==> src/verilog/pha_sample_pkg.sv <==
`default_nettype none

package pha_sample_pkg;

  // width of the digitized detector signal.
  localparam int SAMPLE_WIDTH = 16;

  // width of the gain shift control.
  localparam int SHIFT_WIDTH = 4;

  // one ADC sample, also used for the peak cutoff.
  typedef logic [SAMPLE_WIDTH-1:0] sample_t;

  // peak sample minus the starting minimum.
  typedef logic [SAMPLE_WIDTH-1:0] height_t;

  // right shift applied to a height to get its bin.
  typedef logic [SHIFT_WIDTH-1:0] shift_t;

endpackage

`default_nettype wire

==> src/verilog/pulse_height_analyzer.sv <==
`timescale 1ns/1ps
`default_nettype none

module pulse_height_analyzer #(
  parameter bit SIGNED_DATA = 1'b0,
  parameter int DEAD_WIDTH  = 16
) (
  input  logic                    aclk,
  input  logic                    aresetn,
  input  logic                    s_sample_valid,
  input  pha_sample_pkg::sample_t s_sample,
  output logic                    s_sample_ready,
  input  logic [DEAD_WIDTH-1:0]   cfg_dead_time,
  input  pha_sample_pkg::height_t cfg_min_height,
  input  pha_sample_pkg::sample_t cfg_max_peak,
  output logic                    height_valid,
  output pha_sample_pkg::height_t height,
  input  logic                    height_ready
);
  import pha_sample_pkg::*;

  // newest accepted sample.
  sample_t               last_q;
  sample_t               min_q;
  height_t               height_q;
  logic [DEAD_WIDTH-1:0] dead_cnt_q;
  logic                  rising_q;
  logic                  armed_q;
  logic                  valid_q;

  logic                  rising;
  logic                  peak_ok;
  height_t               diff;
  logic                  take;
  logic                  dead_done;
  logic                  arm;
  logic                  fall;
  logic                  fire;

  generate
    if (SIGNED_DATA)
    begin : g_signed
      assign rising  = $signed(last_q) < $signed(s_sample);
      assign peak_ok = $signed(last_q) < $signed(cfg_max_peak);
    end
    else
    begin : g_unsigned
      assign rising  = last_q < s_sample;
      assign peak_ok = last_q < cfg_max_peak;
    end
  endgenerate

  // a height is a magnitude, so it is compared unsigned in both modes.
  assign diff      = last_q - min_q;
  assign take      = s_sample_valid & s_sample_ready;
  assign dead_done = dead_cnt_q >= cfg_dead_time;
  assign arm       = take & dead_done & ~armed_q & ~rising_q & rising;
  assign fall      = take & armed_q & rising_q & ~rising;
  assign fire      = fall & (diff > cfg_min_height);

  always_ff @(posedge aclk)
  begin
    if (!aresetn)
    begin
      last_q     <= '0;
      rising_q   <= 1'b0;
      armed_q    <= 1'b0;
      // no dead time before the first event.
      dead_cnt_q <= '1;
      valid_q    <= 1'b0;
    end
    else
    begin
      if (take)
      begin
        last_q   <= s_sample;
        rising_q <= rising;
      end

      if (fire)
      begin
        dead_cnt_q <= '0;
      end
      else if (take && !dead_done)
      begin
        dead_cnt_q <= dead_cnt_q + 1'b1;
      end

      // each pulse is judged once, at its first falling sample.
      if (arm)
      begin
        armed_q <= 1'b1;
      end
      else if (fall)
      begin
        armed_q <= 1'b0;
      end

      if (fire && peak_ok)
      begin
        valid_q <= 1'b1;
      end
      else if (height_ready)
      begin
        valid_q <= 1'b0;
      end
    end
  end

  always_ff @(posedge aclk)
  begin
    // the sample before the rise is the local minimum.
    if (arm)
    begin
      min_q <= last_q;
    end
    // a newer event replaces one that is still waiting.
    if (fire && peak_ok)
    begin
      height_q <= diff;
    end
  end

  assign s_sample_ready = 1'b1;
  assign height_valid   = valid_q;
  assign height         = height_q;

endmodule

`default_nettype wire
==> config.mk <==
export PLATFORM = sky130hd
export DESIGN_NAME = pulse_height_analyzer
export DESIGN_NICKNAME = d
export VERILOG_FILES = /design/src/verilog/pha_sample_pkg.sv /design/src/verilog/pulse_height_analyzer.sv
export SDC_FILE = /design/constraint.sdc
export NUM_CORES = 1
export LEC_CHECK = 0
export CAP_MARGIN = 10
export CORE_MARGIN = 2
export CORE_UTILIZATION = 60
export CTS_CLUSTER_SIZE = 16
export DETAILED_ROUTE_END_ITERATION = 8
export DONT_BUFFER_PORTS = 1
export HOLD_SLACK_MARGIN = 0.05
export PLACE_DENSITY = 0.77
export SYNTH_ARGS = -nofsm -noshare
export SYNTH_HDL_FRONTEND = slang
export SYNTH_SLANG_ARGS = --single-unit
==> constraint.sdc <==
create_clock -name aclk -period 6.8 [get_ports aclk]
set_input_delay 0.34 -clock aclk [delete_from_list [all_inputs] [get_ports aclk]]
set_output_delay 0.34 -clock aclk [all_outputs]
set_load 0.01 [all_outputs]
==> impl_metrics.tcl <==
set metrics [dict create \
    startpoint_type "flop" \
    maxCapViolations 0 \
    drive_gt1_share_pct 5.56 \
    synthTopCellsByArea "ha_1 (20%), edfxtp_1 (20%), dfxtp_1 (15%)" \
    regArea_um2 1660 \
    drcViolationCount 0 \
    clock.fmax_mhz 214 \
    async_reset_ff_share_pct 0 \
    stdcell_area_um2 5170 \
    grt_usage_pct 23.0 \
    r2r_cells 17 \
    hp-class "in -> reg" \
    synthCells 513 \
    synth_nets 660 \
    fin_setup_tns_ps 0 \
    yosysSeqAreaShare_pct 34.4 \
    finalWeightedCongestion 0.850 \
    layout_commonest_cell "inv_1" \
    clock_sinks 67 \
    layout_common_cells "inv_1 (86), ha_1 (78), dfxtp_1 (35)" \
    grt_overflow_total 0 \
    path_cells "inv_1 -> ha_1 -> fa_1 -> nor2b_1 -> o31a_1 -> o31a_1 -> o21ai_0 -> a21boi_0 -> mux2i_1 -> nand2_1 -> ha_1 -> nand4_1 -> a2111o_1 -> o211ai_1 -> nand4_1 -> nor3b_2 -> o21ai_0" \
    rsz0062_at_grt "false" \
    synth_edf_count 32 \
    synth_warnings 0 \
    start_util_pct 62.2 \
    power_density_nw_per_um2 247 \
    hpwlAfterDp_mm 7.55 \
    grt_pass1_wl_mm 15.9 \
    slew_viol_final 0 \
    htree_levels 3 \
    ys_types 55 \
    period_share_pct 68.7 \
    status "complete, no violations" \
    clockBufferDepth 2 \
    fill_cells 641 \
    core-area_um2 7770 \
    die_h_um 93.7 \
    cts.clk_slew.worst_paths_ps 80 \
    holdBufCountCts 0 \
    area_delta_synth_final_pct 7.12 \
    cts-root-buf "clkbuf_8" \
    min_period_ps 4670 \
    hold_viol_final 0 \
    worst-slew-pin-transition_ps 933 \
    clkLatencyLatePin_ps 340 \
    cpPeakStageDelay_ps 790 \
    cp.required_ps 6990 \
    die_area_um2 8790 \
    crit_fanout 16 \
    drt_iter0_drc 138 \
    port_buffers 0 \
    finalSetupViolations 0 \
    wl_per_cell_um 15.5 \
    critPathCaptureType "flop" \
    antenna_found_initial 0 \
    final_nets 664 \
    multiInputGateArea_um2 2820 \
    drtPass1Iterations 4 \
    synth_ff_type "dfxtp_1" \
    via_count 3588 \
    vias_per_cell 5.75 \
    ant_nets 0 \
    vdd_drop_max_uv 141 \
    avgSynthCellArea_um2 9.42 \
    synth-seq-cells 67 \
    postCtsSetupRepairBufs 0 \
    synth_top_cell_area_share_pct 20.2 \
    criticalPathCategory "reg -> reg" \
    die_w_um 93.7 \
    wl_mm 9.67 \
    crit_slowest_cell "nor3b_2" \
    p_leak_nw 2.46 \
    cts_made_buffers 9 \
    ioPinCount 86 \
    grt_pass1_vias 3564 \
    syn-cell-area_um2 4830 \
    post_cts_resized 0 \
    synth_largest_area_cell "ha_1" \
    num_rows 32 \
    place_area_um2 4950 \
    skew_ps 7.49 \
    slew_headroom_pct 37.6 \
    worstPathArrival_ps 4860 \
    diodes 0 \
    cts_tree "done" \
    grt_max_degree 38 \
    min_path_cells 1 \
    postLayoutCoreUtil_pct 66.6 \
]
## cell usage after synthesis, drive strengths merged, types with 2 or more instances
library cell	number
inv	86
ha	78
dfxtp	35
edfxtp	32
o21ai	31
a21oi	29
nand2	24
nor2b	22
xnor2	21
mux2i	18
nor2	16
a21o	11
nand4	11
nor3	8
o21a	8
nand2b	7
clkbuf	6
nand3	6
o211ai	6
a21boi	5
o31a	5
or4	4
a2111oi	3
and3	3
buf	3
o2111ai	3
or3	3
xor2	3
a211oi	2
a221oi	2
a22oi	2
and4	2
nand4b	2
nor4	2
nor4b	2
o21bai	2
or2	2
## area by class of cell
type	instances	share of cell area, %
Timing Repair Buffer	2	0.290
Clock buffer	10	2.66
Clock inverter	6	1.72
Tap cell	102	2.47
Multi-Input combinational cell	351	54.5
Sequential cell	67	32.1
Inverter	86	6.24
## per-layer routing
metal / GRT usage, % / share of wire (%)
met1: 27.1 / 44
met2: 41.1 / 50
met5: 0 / 0
met4: 10.0 / 2.6
met3: 3.45 / 3.3
## cells by family (layout without fill, tap and decap cells)
family | after synthesis | in the layout | synth area share (%)
AO/OA/AOI/OAI | 114 | 114 | 16.0
XOR/XNOR | 24 | 24 | 4.35
adder cells (fa/ha/maj) | 79 | 79 | 20.6
buffers and inverters | 95 | 104 | 7.46
flip-flops | 67 | 67 | 34.4
multiplexers | 18 | 18 | 3.73
other | 1 | 1 | 0.0776
AND/OR/NAND/NOR | 115 | 115 | 13.4
## path summary, 6_finish.rpt
check | slack [ps] | startpoint | to
hold / removal | 70 | aresetn | dead_cnt_q[15]$_SDFFE_PN1P_
setup / recovery | 2130 | last_q[0]$_SDFFE_PN0P_ | dead_cnt_q[1]$_SDFFE_PN1P_
hold reg to reg | 520 | last_q[0]$_SDFFE_PN0P_ | min_q[0]$_DFFE_PP_
setup reg to reg | 2130 | last_q[0]$_SDFFE_PN0P_ | dead_cnt_q[1]$_SDFFE_PN1P_
## power by group
group          switching (mW)  internal (mW)
logic                   0.211          0.183
registers              0.0428          0.470
clock network           0.158          0.216
## critical path, delay by kind of cell, from the launching register on
kind | cells | cell delay [ps]
mux | 1 | 220
fa+ha+maj | 3 | 950
buf+inv | 1 | 70
compound gates | 7 | 1480
flops | 1 | 390
simple gates | 5 | 1410
## metrics by stage
stage          setup WS (ps)  std cells  power (mW)  hold slack (ps)
2_1_floorplan           1410        513       0.832              456
3_3_place_gp            2360        608       0.890              405
3_5_place_dp            2150        608       0.911              410
4_1_cts                 2130        624        1.29             54.5
5_1_grt                 1570        624        1.36             56.4
6_report                2130        624        1.28             71.3
## sequential cells by signal, summed over array words and instances (netlist names)
register	count
armed_q	1
height	16
height_valid	1
last_q	16
min_q	16
dead_cnt_q	16
rising_q	1
No activity file was read; power rests on OpenSTA's default activity.
