<file path="src/verilog/pha_hist_pkg.sv">
`default_nettype none

package pha_hist_pkg;

  // width of one histogram bin.
  localparam int COUNT_WIDTH = 32;

  // one bin count, saturating at all ones.
  typedef logic [COUNT_WIDTH-1:0] count_t;

  // accumulator modes.
  // run counts incoming events, clearing zeroes the memory one word per cycle.
  typedef enum logic
  {
    ACC_RUN,
    ACC_CLEARING
  } acc_state_t;

endpackage

`default_nettype wire

</file>
<file path="src/verilog/pha_sample_pkg.sv">
`default_nettype none

package pha_sample_pkg;

  // width of the digitized detector signal.
  localparam int SAMPLE_WIDTH = 16;

  // width of the gain shift control.
  localparam int SHIFT_WIDTH = 4;

  // one ADC sample, also used for the peak cutoff.
  typedef logic [SAMPLE_WIDTH-1:0] sample_t;

  // peak sample minus the starting minimum.
  typedef logic [SAMPLE_WIDTH-1:0] height_t;

  // right shift applied to a height to get its bin.
  typedef logic [SHIFT_WIDTH-1:0] shift_t;

endpackage

`default_nettype wire

</file>
<file path="src/verilog/bin_mapper.sv">
`timescale 1ns/1ps
`default_nettype none

module bin_mapper #(
  parameter int BIN_BITS = 10
) (
  input  logic                    aclk,
  input  logic                    aresetn,
  input  pha_sample_pkg::shift_t  cfg_shift,
  input  logic                    height_valid,
  input  pha_sample_pkg::height_t height,
  output logic                    height_ready,
  output logic                    bin_valid,
  output logic [BIN_BITS-1:0]     bin,
  input  logic                    bin_ready,
  output pha_hist_pkg::count_t    overflow_count
);
  import pha_sample_pkg::*;

  height_t             scaled;
  logic                fits;
  logic                accept;
  logic                valid_q;
  logic [BIN_BITS-1:0] bin_q;

  assign scaled       = height >> cfg_shift;
  assign fits         = (scaled >> BIN_BITS) == '0;
  assign height_ready = ~valid_q | bin_ready;
  assign accept       = height_valid & height_ready;

  always_ff @(posedge aclk)
  begin
    if (!aresetn)
    begin
      valid_q        <= 1'b0;
      overflow_count <= '0;
    end
    else
    begin
      if (accept && fits)
      begin
        valid_q <= 1'b1;
      end
      else if (bin_ready)
      begin
        valid_q <= 1'b0;
      end

      // heights above the top bin are consumed here and only counted.
      if (accept && !fits && overflow_count != '1)
      begin
        overflow_count <= overflow_count + 1'b1;
      end
    end
  end

  always_ff @(posedge aclk)
  begin
    if (accept && fits)
    begin
      bin_q <= scaled[BIN_BITS-1:0];
    end
  end

  assign bin_valid = valid_q;
  assign bin       = bin_q;

endmodule

`default_nettype wire

</file>
<file path="config.mk">
export PLATFORM = sky130hd
export DESIGN_NAME = bin_mapper
export DESIGN_NICKNAME = d
export VERILOG_FILES = /design/src/verilog/pha_hist_pkg.sv /design/src/verilog/pha_sample_pkg.sv /design/src/verilog/bin_mapper.sv
export SDC_FILE = /design/constraint.sdc
export NUM_CORES = 1
export LEC_CHECK = 0
export BUFFER_PORTS_ARGS = -buffer_cell sky130_fd_sc_hd__buf_2
export CORE_UTILIZATION = 49
export DETAILED_ROUTE_END_ITERATION = 10
export PLACE_DENSITY = 0.86
export SYNTH_ARGS = -nofsm -noshare
export SYNTH_HDL_FRONTEND = slang
export SYNTH_SLANG_ARGS = --single-unit
</file>
<file path="constraint.sdc">
create_clock -name aclk -period 2.6 [get_ports aclk]
set_clock_uncertainty 0.2 [all_clocks]
set_input_delay 0.26 -clock aclk [delete_from_list [all_inputs] [get_ports aclk]]
set_output_delay 0.26 -clock aclk [all_outputs]
set_load 0.1 [all_outputs]
</file>
==> run_results.csv, run 1 <==
group,metric,value,unit
sta,timing.slew.headroom,61.6,%
routing,drt-initial-drc-count,140,
clock_network,cts_tree,"done",
sta,rsz0062_at_grt,"no",
synth,yosys-top-cells-area,"dfxtp_1 (24%), edfxtp_1 (11%), mux2i_1 (7.6%)",
routing,viasPerCell,6.02,
synth,yosysSeqAreaShare,34.6,%
sta,maxSlewViolCount,0,
routing,ant_nets,0,
outcome,run_status,"complete, no violations",
setup_path,path_class,"reg -> reg",
pwr,comb_power_share,23.6,%
final_layout,drive_above_1_share,35.2,%
synth,yosysTopAreaCell,"dfxtp_1",
routing,first_pass_iters,4,
sta,tightest_slew,0.575,ns
min_path,hp-start,"bin_ready",
synth,synthXorXnorAreaFrac,0,%
pwr,internal_power,1.01,mW
setup_path,critPathCaptureType,"flop",
synth,yosysMostFrequentCell,"nand2_1",
pwr,p_per_area,448,nW/um^2
grt,grt_max_degree,47,
sta,setup_ws,0.208,ns
sta,fmax,418,MHz
pwr,max-vdd-ir-drop,0.234,mV
die,io_pins,68,
final_layout,nets,410,
sta,fin_crit,2.39,ns
clock_network,cts.sinks,43,
place,hpwl,5110,um
flow_run,max_cap_viol_count,0,
place,place.gp.congestion,0.877,
grt,grt_pass1_vias,2490,
clock_network,cts_made_buffers,5,
setup_path,cp.arrival,2.42,ns
grt,grt_overflow,0,
min_path,hp-class,"in -> reg",
synth,synth_edf_count,10,
synth,synth.top_cells.by_count,"nand2_1 (35), dfxtp_1 (33), a21oi_1 (29), mux2i_1 (21), or4_1 (18)",
sta,hold_viol_final,0,
die,start_util,50.8,%
clock_network,cts_root_buf,"clkbuf_8",
synth,synthSimpleGateAreaFrac,27.8,%
setup_path,crit_start,"overflow_count[4]",
routing,vias,2756,
pwr,p_seq_share,47.5,%
setup_path,start_kind,"flop",
routing,drc,0,
final_layout,area_growth,20.0,%
synth,muxShareOfSynthArea,11.6,%
synth,synth-main-ff-cell,"dfxtp_1",
pwr,pwr-share-clk,28.9,%
synth,synth_top_area_share,23.8,%
synth,synth_fa_ha_area_share,0.450,%
pwr,swShare,32.0,%
sta,finalSetupViolCount,0,
clock_network,clk_pin_slew,0.08,ns
setup_path,cp.required,2.63,ns
synth,synth_compound_area_share,20.5,%
pwr,p_leak,1.28,nW
synth,synthesis.nets,344,
clock_network,clk-insertion-delay-late,0.29,ns
final_layout,diodes,0,
setup_path,r2r-start,"overflow_count[4]",
routing,routed_wl,6950,um
grt,grt_pass1_wl,11500,um
synth,ys_async_sr_fraction,0,%
clock_network,htree_levels,2,
place,post-place-ws,0.174,ns
grt,track_usage,23.7,%
setup_path,crit_fanout,7,
clock_network,cts_buffer_depth,2,
sta,finalSetupTns,0,ns
pwr,p_sw,0.479,mW
synth,ys_warn_count,0,
die,die_h,77.3,um
die,coreArea,5470,um^2
die,die-area,5970,um^2
routing,wl_per_cell,15.2,um
synth,ys_ff_latch,43,
place,io_buffer_count,67,
synth,netlist_area,2780,um^2
synth,synth_top_family_by_area,"simple AND/OR/NAND/NOR gates",
grt,antenna_found_initial,0,
synth,netlist_instances,319,
clock_network,post_cts_buffers,0,
die,die_x,77.3,um
synth,netlist-cell-type-count,53,
die,row_count,27,
sta,min_period_over_period,92.0,%
synth,syn_avg_cell_area,8.71,um^2
cells in the final DEF (no fill, tap or decap), drive strengths merged, types with 10 or more instances in the layout:
master	synthesis	routed
or4	18	18
mux2i	21	21
a21oi	29	29
o31ai	17	17
buf	10	79
nand2	35	35
nor2	12	12
nand3	12	12
dfxtp	33	33
edfxtp	10	10
o21ai	15	15
path summary, 6_finish.rpt:
check | end | slack, ns | cells past startpoint
hold reg to reg | overflow_count[25] | 0.28 | 2
setup / recovery | overflow_count[30] | 0.21 | 6
setup reg to reg | overflow_count[30] | 0.21 | 6
hold / removal | bin_valid | 0.09 | 3
metrics by stage:
step | instance area (um^2) | power [mW] | hold slack, ns | instances | utilization [%]
finish | 3330 | 1.49 | 0.0878 | 458 | 60.9
global route | 3330 | 1.56 | 0.115 | 458 | 60.9
CTS | 3320 | 1.50 | 0.0787 | 458 | 60.7
detailed placement | 3230 | 1.08 | 0.273 | 450 | 59.1
global placement | 3230 | 1.07 | 0.262 | 450 | 59.1
floorplan | 2820 | 1.01 | 0.205 | 319 | -
layer usage:
metal / share of wire, % / track usage (%) / wire [um]
met3: 5.7 / 4.52 / 398
met5: 0 / 0 / 0
met2: 47 / 38.8 / 3250
met4: 1.7 / 7.36 / 115
met1: 46 / 31.3 / 3190
sequential cells by signal, indices dropped and copies added (netlist names):
register / flops
bin_valid: 1
bin: 10
overflow_count: 32
what timing repair did:
action / in CTS / in global routing
setup endpoints to repair: 0 / 2
hold buffers: 0 / 0
gates resized for setup: 0 / 1
layout make-up:
cell class | instances | area (um^2)
timing repair buffer | 79 | 438
sequential | 43 | 997
clock inverter | 1 | 5.00
fill | 494 | 2140
tap | 72 | 90.1
multi-input combinational | 249 | 1690
inverter | 7 | 26.3
clock buffer | 7 | 86.3
kinds of logic after synthesis:
| group | after synthesis |
|---|---|
| multiplexers | 28 |
| flip-flops | 43 |
| buffers and inverters | 27 |
| AO/OA/AOI/OAI | 86 |
| AND/OR/NAND/NOR | 134 |
| adder cells (fa/ha/maj) | 1 |
worst max-delay path, cell delays in order (launching register included):
cell and delay (ns):
dfxtp_2 0.38, nand4_2 0.22, or3_1 0.52, nor3_2 0.34, nand4_1 0.16, or4_1 0.42
nand2_1 0.08
power by group through the flow:
stage / sequential [mW] / clock, mW / combinational [mW]
2_1_floorplan: 0.841 / 0 / 0.165
3_3_place_gp: 0.725 / 0 / 0.344
3_5_place_dp: 0.726 / 0 / 0.349
4_1_cts: 0.710 / 0.440 / 0.350
5_1_grt: 0.712 / 0.469 / 0.375
6_report: 0.710 / 0.431 / 0.353
No activity file was read; power rests on OpenSTA's default activity.
==> run 2, diff against run 1 <==
--- a/config.mk
+++ b/config.mk
@@ -8,7 +8,8 @@
 export BUFFER_PORTS_ARGS = -buffer_cell sky130_fd_sc_hd__buf_2
 export CORE_UTILIZATION = 49
 export DETAILED_ROUTE_END_ITERATION = 10
-export PLACE_DENSITY = 0.86
+export PLACE_DENSITY = 0.77
+export SETUP_SLACK_MARGIN = 0.5
 export SYNTH_ARGS = -nofsm -noshare
 export SYNTH_HDL_FRONTEND = slang
 export SYNTH_SLANG_ARGS = --single-unit
==> run 2 against run 1 <==
Sequential power fell by 3.9%. Die area unchanged. Cell count is 2.6% higher. Register-to-register slack gained 0.19 ns. Largest power group unchanged. Hold slack worse by 0.0068 ns. First-iteration DRC count is 68% higher. Clock-buffer cell count shrank 1. Maximum frequency rose by 8.4%. Critical path depth unchanged. Flip-flop and latch count stayed put. Non-clock buffer count grew 12. Critical path type unchanged. Utilization grew 8.3 points.
==> run_results.csv, run 2 (synthesis gave the netlist of run 1 again) <==
group,metric,value,unit
outcome,run_status,"complete, no violations",
pwr,total_power,1.48,mW
place,hpwl,5210,um
routing,first_pass_iters,5,
sta,finalSetupViolCount,0,
pwr,internal_power,0.977,mW
routing,ant_nets,0,
grt,grt_pass1_vias,2580,
sta,timing.slew.headroom,69.4,%
die,io_pins,68,
setup_path,path_class,"reg -> reg",
pwr,pwr-share-clk,27.4,%
die,start_util,50.8,%
routing,routed_wl,7770,um
min_path,holdPathStages,3,
routing,drc,0,
clock_network,htree_levels,2,
final_layout,drive_above_1_share,43.5,%
min_path,hp-class,"in -> reg",
die,row_count,27,
setup_path,crit_fanout,5,
final_layout,diodes,0,
routing,viasPerCell,6.13,
setup_path,rr_endpoint,"overflow_count[28]",
clock_network,clk_pin_slew,0.08,ns
min_path,hp-start,"height_valid",
sta,fin_crit,2.21,ns
final_layout,nets,422,
pwr,p_seq_share,46.1,%
setup_path,cp.arrival,2.25,ns
clock_network,cts_buffer_depth,2,
sta,setup_ws,0.394,ns
setup_path,reg2reg_depth,6,
die,die_h,77.3,um
sta,rsz0062_at_grt,"yes",
sta,hold_viol_final,0,
sta,maxSlewViolCount,0,
routing,vias,2882,
clock_network,cts_made_buffers,5,
setup_path,cp.required,2.64,ns
final_layout,largest_register_ffs,32,
die,die_x,77.3,um
die,die-area,5970,um^2
sta,fmax,453,MHz
flow_run,max_cap_viol_count,0,
die,coreArea,5470,um^2
routing,wl_per_cell,16.5,um
grt,antenna_found_initial,0,
pwr,comb_power_share,26.5,%
routing,drt-initial-drc-count,235,
pwr,p_leak,1.47,nW
clock_network,clk-insertion-delay-late,0.30,ns
setup_path,r2r-start,"overflow_count[13]",
final_layout,area_growth,36.2,%
final_layout,regMostFlops,"overflow_count",
grt,grt_max_degree,43,
place,io_buffer_count,67,
clock_network,cts_tree,"done",
pwr,p_per_area,391,nW/um^2
sta,whs,0.0809,ns
grt,grt_overflow,0,
final_layout,fill_cells,453,
place,post-place-ws,0.192,ns
final_layout,layout.cells.non_filler,470,
min_path,whs_endpoint,"bin_valid",
final_layout,final_common_cell,"buf_2",
place,dp.cells,447,
place,place.gp.congestion,0.859,
sta,min_period_over_period,84.9,%
clock_network,cts_root_buf,"clkbuf_8",
pwr,swShare,33.9,%
pwr,max-vdd-ir-drop,0.218,mV
pwr,p_sw,0.501,mW
sta,tightest_slew,0.446,ns
setup_path,start_kind,"flop",
grt,grt_pass1_wl,11700,um
setup_path,critPathCaptureType,"flop",
final_layout,final_cell_mix,"buf_2 (65), nand2_1 (31), dfxtp_4 (30)",
grt,track_usage,24.5,%
clock_network,cts.sinks,43,
setup_path,r2r_slack,0.39,ns
sta,finalSetupTns,0,ns
[run 2: power by group through the flow]
stage          Clock [mW]  Combinational (mW)  Sequential (mW)
2_1_floorplan           0               0.177            0.812
3_3_place_gp            0               0.355            0.698
3_5_place_dp            0               0.358            0.698
4_1_cts             0.413               0.361            0.682
5_1_grt             0.441               0.413            0.684
6_report            0.405               0.391            0.682
[run 2: how the worst max path moves through the flow]
stage,slack [ns],cells after the start,endpoint,start
5_1_grt,0.25,6,overflow_count[28],overflow_count[13]
3_5_place_dp,0.19,8,bin[3],cfg_shift[0]
3_3_place_gp,0.22,7,overflow_count[24],cfg_shift[1]
2_1_floorplan,0.29,10,bin[0],cfg_shift[0]
4_1_cts,0.50,6,overflow_count[28],overflow_count[15]
6_report,0.39,6,overflow_count[28],overflow_count[13]
[run 2: stage by stage]
step                      util, %  cell area (um^2)
after floorplan                 -              3060
after global placement       62.5              3420
after detailed placement     62.5              3420
after CTS                    65.3              3570
after global routing         69.1              3780
final                        69.1              3780
[run 2: area by class of cell]
cell class	instances	area [um^2]	share of cell area, %
clock inverter	2	7.51	0.198
inverter	7	26.3	0.694
timing repair buffer	91	574	15.2
multi-input combinational	249	1940	51.2
sequential	43	1080	28.5
tap	72	90.1	2.38
clock buffer	6	72.6	1.92
[run 2: critical path, cell delays in order, from the launching register on]
cell     delay (ns)
dfxtp_4        0.37
nand4_1        0.23
or3_4          0.49
nor3_4         0.22
nand4_1        0.14
or4_1          0.42
nand2_1        0.08
[run 2: what timing repair did]
action	CTS	global route
endpoints found under the setup margin	20	41
hold buffers	0	0
gates resized for setup	5	21
hold endpoints to repair	0	0
pin swaps	5	11
cloned	0	1
buffers inserted	7	7
[run 2: metal layers]
metal  global-route usage, %  vias up  part of all wire [%]
met5                       0        -                     0
met4                    7.55        0                   1.7
met3                    4.64       14                   5.7
met1                    29.8     1356                    42
met2                    43.2      119                    50
li1                        -     1393                     -
